### src/logic/rename_pkg.sv
// rename core package
// sizes, tag types, port structs and reorder buffer entry states
// shared by the map table, free list, reorder buffer and top level
`default_nettype none

package rename_pkg;

  ////////////////////
  // sizes
  ////////////////////
  localparam int NUM_ARCH_REGS  = 32;
  localparam int NUM_PHYS_REGS  = 64;
  // every physical reg not holding an arch mapping at reset
  localparam int FREE_LIST_SIZE = NUM_PHYS_REGS - NUM_ARCH_REGS;
  localparam int ROB_SIZE       = 8;

  ////////////////////
  // index and tag types
  ////////////////////
  typedef logic [$clog2(NUM_ARCH_REGS)-1:0]  arch_reg_t;
  typedef logic [$clog2(NUM_PHYS_REGS)-1:0]  phys_reg_t;
  typedef logic [$clog2(ROB_SIZE)-1:0]       rob_ptr_t;
  // one extra bit so a full buffer is representable
  typedef logic [$clog2(ROB_SIZE):0]         rob_count_t;
  typedef logic [$clog2(FREE_LIST_SIZE)-1:0] fl_ptr_t;
  typedef logic [$clog2(FREE_LIST_SIZE):0]   fl_count_t;

  ////////////////////
  // port structs
  ////////////////////
  // decoded instruction registers at dispatch
  typedef struct packed {
    arch_reg_t arch_dest;
    arch_reg_t arch_src1;
    arch_reg_t arch_src2;
  } rename_req_t;

  // rename result, one cycle after dispatch
  typedef struct packed {
    phys_reg_t phys_dest;
    phys_reg_t phys_old;
    phys_reg_t phys_src1;
    logic      src1_ready;
    phys_reg_t phys_src2;
    logic      src2_ready;
  } renamed_t;

  // retired entry, phys_old goes back to the free list
  typedef struct packed {
    arch_reg_t arch_dest;
    phys_reg_t phys_dest;
    phys_reg_t phys_old;
  } retire_t;

  typedef enum logic [1:0] {
    EMPTY,
    WAITING,
    DONE
  } rob_state_e;

endpackage

`default_nettype wire

### src/logic/free_list.sv
// free list
// circular queue of free physical registers. reset fills it with the
// tags above the architectural range in order. the head is popped at
// dispatch and the old mapping of a retired entry joins the tail.
`timescale 1ns/10ps
`default_nettype none

module free_list (
  input  wire                       clock,
  input  wire                       reset,
  input  wire                       dispatch_take,
  input  wire                       retire_valid,
  input  wire rename_pkg::retire_t  retire,
  output rename_pkg::phys_reg_t     free_head
);

  rename_pkg::phys_reg_t fl_mem [rename_pkg::FREE_LIST_SIZE];
  rename_pkg::fl_ptr_t   head;
  rename_pkg::fl_ptr_t   tail;
  rename_pkg::fl_count_t count;

  logic pop;
  logic push;

  assign pop  = dispatch_take;
  assign push = retire_valid;

  // next free tag, valid whenever count is nonzero
  assign free_head = fl_mem[head];

  ////////////////////
  // storage
  ////////////////////
  // reset contents are part of the architectural start state
  always_ff @(posedge clock) begin
    if (reset) begin
      for (int i = 0; i < rename_pkg::FREE_LIST_SIZE; i++) begin
        fl_mem[i] <= rename_pkg::phys_reg_t'(rename_pkg::NUM_ARCH_REGS + i);
      end
    end else if (push) begin
      fl_mem[tail] <= retire.phys_old;
    end
  end

  ////////////////////
  // pointers and count
  ////////////////////
  // pointers wrap on their own, size is a power of two
  always_ff @(posedge clock) begin
    if (reset) begin
      head  <= '0;
      tail  <= '0;
      count <= rename_pkg::fl_count_t'(rename_pkg::FREE_LIST_SIZE);
    end else begin
      if (pop) begin
        head <= head + 1'b1;
      end
      if (push) begin
        tail <= tail + 1'b1;
      end
      case ({pop, push})
        2'b10:   count <= count - 1'b1;
        2'b01:   count <= count + 1'b1;
        default: count <= count;
      endcase
    end
  end

  // rob depth keeps at least 24 tags free, so these should never fire
  no_pop_when_empty : assert property (@(posedge clock) disable iff (reset)
    pop |-> count != '0);

  no_push_when_full : assert property (@(posedge clock) disable iff (reset)
    push |-> count != rename_pkg::fl_count_t'(rename_pkg::FREE_LIST_SIZE));

endmodule

`default_nettype wire

### src/logic/map_table.sv
// map table
// architectural to physical register map with a ready bit per entry.
// at dispatch it reads both sources and the old destination mapping,
// then installs the free list head as a new not ready mapping.
// completions set ready on any entry holding the finished tag.
// the rename result leaves through a one cycle output register.
`timescale 1ns/10ps
`default_nettype none

module map_table (
  input  wire                     clock,
  input  wire                     reset,
  input  wire                     dispatch_take,
  input  wire rename_pkg::rename_req_t dispatch,
  input  wire rename_pkg::phys_reg_t   free_head,
  input  wire                     complete_valid,
  input  wire rename_pkg::phys_reg_t   complete_tag,
  output logic                    renamed_valid,
  output rename_pkg::renamed_t    renamed
);

  // current mapping per arch reg
  rename_pkg::phys_reg_t map_tag   [rename_pkg::NUM_ARCH_REGS];
  logic                  map_ready [rename_pkg::NUM_ARCH_REGS];

  // rename result before the output register
  rename_pkg::renamed_t rename_next;

  ////////////////////
  // lookup
  ////////////////////
  // reads see the table as it stood before this edge,
  // so a same cycle completion or own dest write is not visible
  always_comb begin
    rename_next.phys_dest  = free_head;
    rename_next.phys_old   = map_tag[dispatch.arch_dest];
    rename_next.phys_src1  = map_tag[dispatch.arch_src1];
    rename_next.src1_ready = map_ready[dispatch.arch_src1];
    rename_next.phys_src2  = map_tag[dispatch.arch_src2];
    rename_next.src2_ready = map_ready[dispatch.arch_src2];
  end

  ////////////////////
  // table update
  ////////////////////
  always_ff @(posedge clock) begin
    if (reset) begin
      // identity map, everything ready
      for (int r = 0; r < rename_pkg::NUM_ARCH_REGS; r++) begin
        map_tag[r]   <= rename_pkg::phys_reg_t'(r);
        map_ready[r] <= 1'b1;
      end
    end else begin
      // broadcast match on the completed tag
      if (complete_valid) begin
        for (int r = 0; r < rename_pkg::NUM_ARCH_REGS; r++) begin
          if (map_tag[r] == complete_tag) begin
            map_ready[r] <= 1'b1;
          end
        end
      end
      // new mapping wins over the broadcast for its own entry
      if (dispatch_take) begin
        map_tag[dispatch.arch_dest]   <= free_head;
        map_ready[dispatch.arch_dest] <= 1'b0;
      end
    end
  end

  ////////////////////
  // output register
  ////////////////////
  always_ff @(posedge clock) begin
    if (reset) begin
      renamed_valid <= 1'b0;
    end else begin
      renamed_valid <= dispatch_take;
    end
  end

  // payload only qualified by renamed_valid
  always_ff @(posedge clock) begin
    if (dispatch_take) begin
      renamed <= rename_next;
    end
  end

endmodule

`default_nettype wire

### src/logic/rename_core.sv
// rename core top level
// map table and free list rename each dispatched instruction, the
// reorder buffer tracks it until completion and retires in order.
// dispatch is accepted only while the reorder buffer has room.
`timescale 1ns/10ps
`default_nettype none

module rename_core (
  input  wire                          clock,
  input  wire                          reset,
  // dispatch side
  input  wire                          dispatch_valid,
  input  wire rename_pkg::rename_req_t dispatch,
  output logic                         dispatch_ready,
  // result broadcast
  input  wire                          complete_valid,
  input  wire rename_pkg::phys_reg_t   complete_tag,
  // rename and retire strobes
  output logic                         renamed_valid,
  output rename_pkg::renamed_t         renamed,
  output logic                         retire_valid,
  output rename_pkg::retire_t          retire
);

  logic                  dispatch_take;
  logic                  rob_full;
  rename_pkg::phys_reg_t free_head;

  ////////////////////
  // dispatch gate
  ////////////////////
  // free list never runs dry at these sizes, rob is the only hazard
  assign dispatch_ready = ~rob_full;
  assign dispatch_take  = dispatch_valid & dispatch_ready;

  map_table i_map_table (
    .clock          (clock),
    .reset          (reset),
    .dispatch_take  (dispatch_take),
    .dispatch       (dispatch),
    .free_head      (free_head),
    .complete_valid (complete_valid),
    .complete_tag   (complete_tag),
    .renamed_valid  (renamed_valid),
    .renamed        (renamed)
  );

  free_list i_free_list (
    .clock         (clock),
    .reset         (reset),
    .dispatch_take (dispatch_take),
    .retire_valid  (retire_valid),
    .retire        (retire),
    .free_head     (free_head)
  );

  reorder_buffer i_reorder_buffer (
    .clock          (clock),
    .reset          (reset),
    .dispatch_take  (dispatch_take),
    .arch_dest      (dispatch.arch_dest),
    .renamed_valid  (renamed_valid),
    .renamed        (renamed),
    .complete_valid (complete_valid),
    .complete_tag   (complete_tag),
    .rob_full       (rob_full),
    .retire_valid   (retire_valid),
    .retire         (retire)
  );

endmodule

`default_nettype wire

### src/logic/reorder_buffer.sv
// reorder buffer
// circular buffer of in-flight renames. a slot is reserved by the count
// at dispatch and written WAITING at the tail when the rename arrives.
// completions mark the matching entry DONE. a DONE head is retired into
// the output register, one entry per cycle in dispatch order.
`timescale 1ns/10ps
`default_nettype none

module reorder_buffer (
  input  wire                        clock,
  input  wire                        reset,
  input  wire                        dispatch_take,
  input  wire rename_pkg::arch_reg_t arch_dest,
  input  wire                        renamed_valid,
  input  wire rename_pkg::renamed_t  renamed,
  input  wire                        complete_valid,
  input  wire rename_pkg::phys_reg_t complete_tag,
  output logic                       rob_full,
  output logic                       retire_valid,
  output rename_pkg::retire_t        retire
);

  // entry fields
  rename_pkg::rob_state_e rob_state     [rename_pkg::ROB_SIZE];
  rename_pkg::arch_reg_t  rob_arch_dest [rename_pkg::ROB_SIZE];
  rename_pkg::phys_reg_t  rob_phys_dest [rename_pkg::ROB_SIZE];
  rename_pkg::phys_reg_t  rob_phys_old  [rename_pkg::ROB_SIZE];

  rename_pkg::rob_ptr_t   head;
  rename_pkg::rob_ptr_t   tail;
  rename_pkg::rob_count_t count;

  // arch dest lines up with the rename one cycle later
  rename_pkg::arch_reg_t  arch_dest_q;

  logic head_done;
  logic complete_hit;
  logic complete_bypass;

  assign rob_full  = (count == rename_pkg::rob_count_t'(rename_pkg::ROB_SIZE));
  assign head_done = (rob_state[head] == rename_pkg::DONE);

  // completion landing on the entry being written this edge
  assign complete_bypass = complete_valid && renamed_valid &&
                           (renamed.phys_dest == complete_tag);

  // does the completed tag belong to anything in flight
  always_comb begin
    complete_hit = complete_bypass;
    for (int i = 0; i < rename_pkg::ROB_SIZE; i++) begin
      if (rob_state[i] != rename_pkg::EMPTY && rob_phys_dest[i] == complete_tag) begin
        complete_hit = 1'b1;
      end
    end
  end

  ////////////////////
  // entry state
  ////////////////////
  always_ff @(posedge clock) begin
    if (reset) begin
      for (int i = 0; i < rename_pkg::ROB_SIZE; i++) begin
        rob_state[i] <= rename_pkg::EMPTY;
      end
    end else begin
      // tags are unique among live entries
      if (complete_valid) begin
        for (int i = 0; i < rename_pkg::ROB_SIZE; i++) begin
          if (rob_state[i] == rename_pkg::WAITING && rob_phys_dest[i] == complete_tag) begin
            rob_state[i] <= rename_pkg::DONE;
          end
        end
      end
      // tail slot was reserved at dispatch and is still EMPTY
      if (renamed_valid) begin
        rob_state[tail] <= complete_bypass ? rename_pkg::DONE : rename_pkg::WAITING;
      end
      if (head_done) begin
        rob_state[head] <= rename_pkg::EMPTY;
      end
    end
  end

  // payload fields
  always_ff @(posedge clock) begin
    if (dispatch_take) begin
      arch_dest_q <= arch_dest;
    end
    if (renamed_valid) begin
      rob_arch_dest[tail] <= arch_dest_q;
      rob_phys_dest[tail] <= renamed.phys_dest;
      rob_phys_old[tail]  <= renamed.phys_old;
    end
  end

  ////////////////////
  // pointers and count
  ////////////////////
  always_ff @(posedge clock) begin
    if (reset) begin
      head  <= '0;
      tail  <= '0;
      count <= '0;
    end else begin
      if (renamed_valid) begin
        tail <= tail + 1'b1;
      end
      if (head_done) begin
        head <= head + 1'b1;
      end
      // reserve at dispatch and release on head pop
      case ({dispatch_take, head_done})
        2'b10:   count <= count + 1'b1;
        2'b01:   count <= count - 1'b1;
        default: count <= count;
      endcase
    end
  end

  ////////////////////
  // retire port
  ////////////////////
  always_ff @(posedge clock) begin
    if (reset) begin
      retire_valid <= 1'b0;
    end else begin
      retire_valid <= head_done;
    end
  end

  always_ff @(posedge clock) begin
    if (head_done) begin
      retire.arch_dest <= rob_arch_dest[head];
      retire.phys_dest <= rob_phys_dest[head];
      retire.phys_old  <= rob_phys_old[head];
    end
  end

  // the cdb stand-in only reports tags handed out by the map table
  complete_in_flight : assert property (@(posedge clock) disable iff (reset)
    complete_valid |-> complete_hit);

  // a new entry never lands on a live slot
  no_dispatch_when_full : assert property (@(posedge clock) disable iff (reset)
    renamed_valid |-> rob_state[tail] == rename_pkg::EMPTY);

endmodule

`default_nettype wire

### config.mk
export PLATFORM = sky130hd
export DESIGN_NAME = rename_core
export DESIGN_NICKNAME = d
export VERILOG_FILES = /design/src/logic/rename_pkg.sv /design/src/logic/free_list.sv /design/src/logic/map_table.sv /design/src/logic/rename_core.sv /design/src/logic/reorder_buffer.sv
export SDC_FILE = /design/constraint.sdc
export NUM_CORES = 1
export LEC_CHECK = 0
export ABC_AREA = 1
export CORE_ASPECT_RATIO = 0.5
export CORE_MARGIN = 4
export CORE_UTILIZATION = 35
export CTS_BUF_LIST = sky130_fd_sc_hd__clkbuf_8
export CTS_CLUSTER_SIZE = 10
export DETAILED_ROUTE_END_ITERATION = 8
export DONT_BUFFER_PORTS = 1
export GPL_TIMING_DRIVEN = 1
export PLACE_DENSITY = 0.58
export SYNTH_ARGS = -nofsm -noshare
export SYNTH_HDL_FRONTEND = slang
export SYNTH_HIERARCHICAL = 1
export SYNTH_SLANG_ARGS = --single-unit
### constraint.sdc
create_clock -name clock -period 3.15 [get_ports clock]
set_input_delay 0 -clock clock [delete_from_list [all_inputs] [get_ports clock]]
set_output_delay 0 -clock clock [all_outputs]
set_load 0.005 [all_outputs]
Word level (Yosys, flattened, before mapping)
Memory sizes are Yosys's and may differ from the RTL's. A register that Yosys moved wholly into a read port is not among the register bits.
Cells that the tools add are included.
- word-level logic and storage cells: 357
- bits of input ports: 25
- bits in registers: 33
- memories kept: 7
- memory bits (writable): 568
- output and inout bits: 46
- memories (name ; depth ; bits a word ; read ports ; clocked after Yosys merged registers in ; wr ports ; line ; source):
    i_free_list.fl_mem ; 32 ; 6 ; 1 ; 1 ; 32 ; free_list.sv:17 ; rename_pkg::phys_reg_t fl_mem [rename_pkg::FREE_LIST_SIZE];
    i_map_table.map_tag ; 32 ; 6 ; 35 ; 3 ; 32 ; map_table.sv:23 ; rename_pkg::phys_reg_t map_tag [rename_pkg::NUM_ARCH_REGS];
    i_reorder_buffer.rob_phys_dest ; 8 ; 6 ; 9 ; 1 ; 1 ; reorder_buffer.sv:26 ; rename_pkg::phys_reg_t rob_phys_dest [rename_pkg::ROB_SIZE];
    i_reorder_buffer.rob_phys_old ; 8 ; 6 ; 1 ; 1 ; 1 ; reorder_buffer.sv:27 ; rename_pkg::phys_reg_t rob_phys_old [rename_pkg::ROB_SIZE];
    i_reorder_buffer.rob_arch_dest ; 8 ; 5 ; 1 ; 1 ; 1 ; reorder_buffer.sv:25 ; rename_pkg::arch_reg_t rob_arch_dest [rename_pkg::ROB_SIZE];
    i_map_table.map_ready ; 32 ; 1 ; 2 ; 2 ; 33 ; map_table.sv:24 ; logic map_ready [rename_pkg::NUM_ARCH_REGS];
    +1 memories ; n/a ; n/a ; n/a ; n/a ; n/a ; n/a ;
- $add $sub $neg: 6
- mux-type cells: 227
- bitwise operators: 42
- equal/unequal tests: 53
- reductions and logical operators: 13
- operators with widths (operator ; number):
    6-bit equality test ; 41
    1-bit 2-to-1 mux ; 209
    1-bit bitwise OR ; 40
    5-bit 2-to-1 mux ; 4
    2-bit by 1-bit equality test with 1-bit output, second input constant ; 9
    2-bit 2-to-1 mux ; 9
    6-bit 2-to-1 mux ; 2
    6-bit OR reduction ; 2
    5-bit by 1-bit adder with 5-bit output, second input constant ; 2
    1-bit logical AND ; 10
    4-bit one-hot mux with 2 select lines ; 1
    3-bit by 1-bit adder with 3-bit output, second input constant ; 2
    3-bit 2-to-1 mux ; 2
    4-bit by 1-bit adder with 4-bit output, second input constant ; 1
    2-bit equality test, second input constant ; 2
    4-bit equality test, second input constant ; 1
    4-bit by 1-bit subtractor with 4-bit output, second input constant ; 1
    2-bit nonzero test ; 1
    1-bit AND ; 1
    1-bit inverter ; 1

Depth between registers and ports, before layout
- word-level depth: 8
- mapped depth: 15
- gate-level depth less buffers: 14

Hierarchy
The synthesis kept the hierarchy.
- by module, submodules not included (module ; instances ; area an instance (µm²) ; cells each):
    map_table ; 1 ; 17807.1 ; 2662
    free_list ; 1 ; 9666.8 ; 1049
    reorder_buffer ; 1 ; 8119.0 ; 744
    rename_core ; 1 ; 13.8 ; 3

Worst setup path before layout
OpenSTA, ideal clock, no wires.
- path type: register to register
- start point: reg i_reorder_buffer.count[0]
- end point: mem i_map_table/map_tag[2][0] (netlist bit) (enable)
- data required time: 2.832 ns
- stages on the path, launching flop included: 9
- setup time: 0.318 ns
- arrival time: 2.541 ns
- buffers on the path: 0
- setup slack: 0.290 ns
- cells stage by stage: dfxtp_1 nor4_1 nor2_2 nand2_1 inv_2 nand2_2 nor2_1 inv_1 nand2_1
- RTL lines (item ; line ; source):
    start: declaration ; reorder_buffer.sv:31 ; rename_pkg::rob_count_t count;
    start signal: assignment ; reorder_buffer.sv:113 ; 2'b10: count <= count + 1'b1;
    start signal: assignment ; reorder_buffer.sv:114 ; 2'b01: count <= count - 1'b1;
    start signal: assignment ; reorder_buffer.sv:115 ; default: count <= count;
    end: declaration ; map_table.sv:23 ;

==> metrics.md <==
| Metric | Value |
|---|---|
| Post-synth top area cell | `sky130_fd_sc_hd__edfxtp_1` |
| DR DRC count | `0` |
| Startpoint of the worst-slack reg-to-reg timing path | `i_map_table/map_tag[11][4]$_SDFFCE_PN0P_` |
| Top library cells by usage in the layout, fill and taps aside | `sky130_fd_sc_hd__nand2_1, sky130_fd_sc_hd__edfxtp_1, sky130_fd_sc_hd__nand3_1` |
| Proportion of synthesized area in mux cells | `0%` |
| Post-synthesis average cell area | `~8 sq um` |
| Die height | `between 200 and 250 um` |
| Count of buffers from port buffering | `0` |
| Dpl hpwl | `81700 um` |
| Pre-CTS WS | `0.562 ns` |
| Tcrit/Tclk final | `97.4%` |
| Number of clock sinks | `646` |
| Power density of the placed cells | `498 mW/mm^2` |
| Adder and majority cell fraction of the synthesized area | `0.351%` |
| Clock insertion delay at the later pin of the skew report | `0.77 ns` |
| Final estimated routing congestion in global placement | `0.942` |
| Overall die area | `0.107 sq mm` |
| Bufs and invs on worst path | `3` |
| Number of standard-cell rows in the floorplan | `approximately 80` |
| Synthesized-area fraction occupied by and/or/nand/nor cells | `34.7%` |
| CP Data Arrival Time | `3.53 ns` |
| Synth warn | `6` |
| Most common cell after layout, fill and taps aside | `sky130_fd_sc_hd__nand2_1` |
| Fin nets | `around 4500` |
| Final-layout worst hold slack | `0.0800 ns` |
| GR Overflow Total | `0` |
| Fmax | `~330 MHz` |
| Syn nets | `4493` |
| Required time of the critical path | `3.61 ns` |
| Num CTS Buffers | `102` |
| Iteration-0 DRC count of the detailed router | `roughly 3700` |
| Setup slack after layout | `0.0814 ns` |
| Cell-by-cell listing of the critical path | `nand2_1, nand3_1, dlygate4sd3_1, nand3_1, dlygate4sd3_1, nand2_1, dlygate4sd3_1, nand2_1, nand2_1, nand2_1, nand2_1` |
| Combinational group share of total power | `about 14%` |
| Fin Clk Skew | `0.0413 ns` |
| Xor-xnor portion of the synthesized cell area | `1.72%` |
| First drt pass iteration count | `6` |
| Clock group share of total power | `a little over a third` |
| CTS tree | `done` |
| Area delta synth->final | `12.1%` |
| Share of the synthesized area in the top cell type | `47.9%` |
| Worst min-delay path category | `in -> reg` |
| CP startpoint kind | `flop` |
| Worst-Margin Slew | `1.32 ns` |
| Highest ir drop seen on vdd | `0.000351 V` |
| Logic depth of the worst register-to-register path | `11` |
| Remaining antenna violation count after routing | `0` |
| Setup slack of the worst register-to-register path | `0.08 ns` |
| Core Util, Final | `39.7%` |
| Final non-filler cell total | `5912` |
| Static Leak | `around 16 nW` |
| Layout Cell Area excl Fill | `0.0399 sq mm` |
| Count of unique library cells instantiated by Yosys | `45` |
| Initial core utilization | `35.4%` |
| Maximum net fanout on the critical path | `3` |
| Share of cells above drive strength 1 | `8.76%` |
| Complex-gate fraction of the synthesized area | `under 10%` |
| Number of enable flip-flop cells after synthesis | `568` |
| Die outline width | `around 460 um` |
| Count of placed standard cells including taps | `~5600` |
| Most used cell along the critical path | `sky130_fd_sc_hd__nand2_1` |
| Buffer type at the clock tree root | `sky130_fd_sc_hd__clkbuf_8` |
| Clock input transition at the sequential cells of the worst setup and hold paths | `0.06 ns` |
| Max Root-Sink Buffers | `3` |
| Cell family with the largest share of critical-path delay | `buffers and inverters` |
| Multi-input gate area | `0.0148 sq mm` |
| Vias in the first global route | `30286` |
| Final period demand of the worst path | `slightly above 3 ns` |
| Sequential cell fraction of total power | `between 40% and 50%` |
| Total Power Consumption | `19.9 mW` |
| Total standard cell area after synthesis | `approximately 0.036 sq mm` |
| Wire length per cell | `about 23 um` |
| Category of the critical setup timing path | `reg -> reg` |
| Standard cell with the maximum stage delay on the critical path | `sky130_fd_sc_hd__dlygate4sd3_1` |
| Sum Neg Setup Slack | `0 ns` |
| CP endpoint kind | `flop` |
| Top Ports | `around 70` |
| Most area-consuming cells after synthesis | `sky130_fd_sc_hd__edfxtp_1, sky130_fd_sc_hd__nand2_1, sky130_fd_sc_hd__nand3_1, sky130_fd_sc_hd__nor2_1, sky130_fd_sc_hd__dfxtp_1` |
| Delay of the slowest critical-path stage | `0.58 ns` |
| Outcome | `finished clean` |
| Dominant combinational cell family by area after synthesis | `simple AND/OR/NAND/NOR gates` |
| Area of all sequential standard cells | `0.0186 sq mm` |
| Switching Share | `slightly below 30%` |
| Core ar. | `0.101 sq mm` |
| Total setup violations reported at the end of the flow | `0` |
| Endpoint of the most critical register-to-register path | `i_map_table/renamed[12]$_DFFE_PP_` |
| Number of standard cells after synthesis | `around 4500` |
| Cell Int Power | `14.0 mW` |
| Htree depth | `3` |
| Share of flip-flops with an asynchronous set or reset | `0%` |
| Global-route usage over all layers | `24.1%` |
| Number of flip-flops and latches in the synthesized netlist | `approximately 650` |
| Headroom to the max-slew limit | `11.7%` |
| Worst Hold Depth | `6` |
| Largest net degree at the start of global routing | `97` |
| Max Transition Viols Final | `0` |
| Final Routed Wirelength | `133000 um` |
| Sequential cell area fraction in the yosys report | `roughly 52%` |
| Setup repair after global routing missed its margin | `false` |
| Hold worst-path end | `i_map_table/renamed[3]$_DFFE_PP_` |
| Max Cap Violations | `0` |
| Count of filler cells inserted in the layout | `approximately 10000` |
| Antenna violations before repair | `10` |
| First-pass GRT wire length | `195000 um` |
| Hold path startpoint | `dispatch[2]` |
| Placed standard-cell area | `between 0.03 and 0.04 sq mm` |
| Most used flip-flop cell after synthesis | `sky130_fd_sc_hd__edfxtp_1` |
| Power spent charging and discharging nets | `5.89 mW` |
| Post-DR vias/cell | `between 5 and 6` |
| Count of vias placed by the detailed router | `32431` |
| Final Hold Fails | `0` |
layer usage:
layer,part of all wire (%),GRT usage (%),vias up
met4,6.0,13.2,4
met5,0.019,0,-
met3,10,5.60,430
li1,-,-,14722
met2,44,37.4,1893
met1,40,31.4,15382
flip-flops by register name, summed over array words and instances (netlist names), 5 cells and up, named ones only:
name and cells:
i_reorder_buffer/rob_arch_dest 40, i_reorder_buffer/rob_phys_old 48, i_reorder_buffer/arch_dest_q 5, i_free_list/tail 5
i_map_table/renamed 26, i_reorder_buffer/retire 17, i_free_list/fl_mem 192, i_reorder_buffer/rob_phys_dest 48
i_map_table/map_ready 32, i_map_table/map_tag 192, i_reorder_buffer/rob_state 16, i_free_list/head 5
worst max-delay path by stage:
stage	cells after the start	slack, ns	startpoint	endpoint
after global placement	12	0.60	flop	i_map_table/map_tag[22][0]$_SDFFCE_PN0P_
final	11	0.08	i_map_table/map_tag[11][4]$_SDFFCE_PN0P_	i_map_table/renamed[12]$_DFFE_PP_
after floorplan	8	0.29	i_reorder_buffer/count[0]$_SDFFE_PP0P_	i_map_table/map_tag[2][0]$_SDFFCE_PN0P_
after CTS	11	0.03	i_map_table/map_tag[5][3]$_SDFFCE_PN0P_	i_map_table/renamed[4]$_DFFE_PP_
after global routing	11	0.002	i_map_table/map_tag[10][4]$_SDFFCE_PN0P_	i_map_table/renamed[12]$_DFFE_PP_
after detailed placement	12	0.56	flop	i_map_table/map_tag[2][3]$_SDFFCE_PN0P_
tightest hold or removal path, stage by stage:
cell and delay, ns:
sky130_fd_sc_hd__nand3_1 0.07, sky130_fd_sc_hd__nand2_1 0.17, sky130_fd_sc_hd__nand2_1 0.07, sky130_fd_sc_hd__nand2_1 0.07
sky130_fd_sc_hd__nand2_1 0.04, sky130_fd_sc_hd__nand2_1 0.23
cell type report:
cell class / count / area share [%]
clock inverters: 77 / 1.19
multi-input cells: 3276 / 37.1
diodes: 13 / 0.0815
inverters: 289 / 2.78
well taps: 1344 / 4.21
repair buffers: 154 / 4.10
clock buffers: 113 / 3.90
flip-flops and latches: 646 / 46.7
cells by family (layout without fill, tap and decap cells):
group / Yosys count / in the layout
flops: 646 / 646
compound gates: 290 / 290
other cells: 0 / 13
buf+inv: 536 / 633
xor+xnor: 70 / 70
simple gates: 2906 / 2906
fa+ha+maj: 10 / 10
power groups by stage:
stage	registers, mW	clock network (mW)	logic, mW
2_1_floorplan	9.91	0	1.69
3_3_place_gp	10.1	0	2.38
3_5_place_dp	10.1	0	2.40
4_1_cts	9.88	7.36	2.71
5_1_grt	9.90	7.71	2.98
6_report	9.89	7.19	2.79
cells in the mapped netlist (all sizes together) (10+ instances only):
cell type	instances
inv	287
o21ai	136
edfxtp	568
nor2	515
dfxtp	78
xor2	29
nor3	32
buf	124
nand4	60
a21oi	69
ha	10
a22oi	12
o22ai	37
a221oi	11
clkbuf	123
nand2	1699
xnor2	41
or2	37
nand3	548
timing repair:
item | in CTS | in global routing
setup buffers | 0 | 3
setup endpoints to repair | 0 | 3
gates resized for setup | 0 | 2
hold endpoints to repair | 646 | 0
hold buffers | 93 | 0
Note: power is estimated with default switching activity, not from simulation.
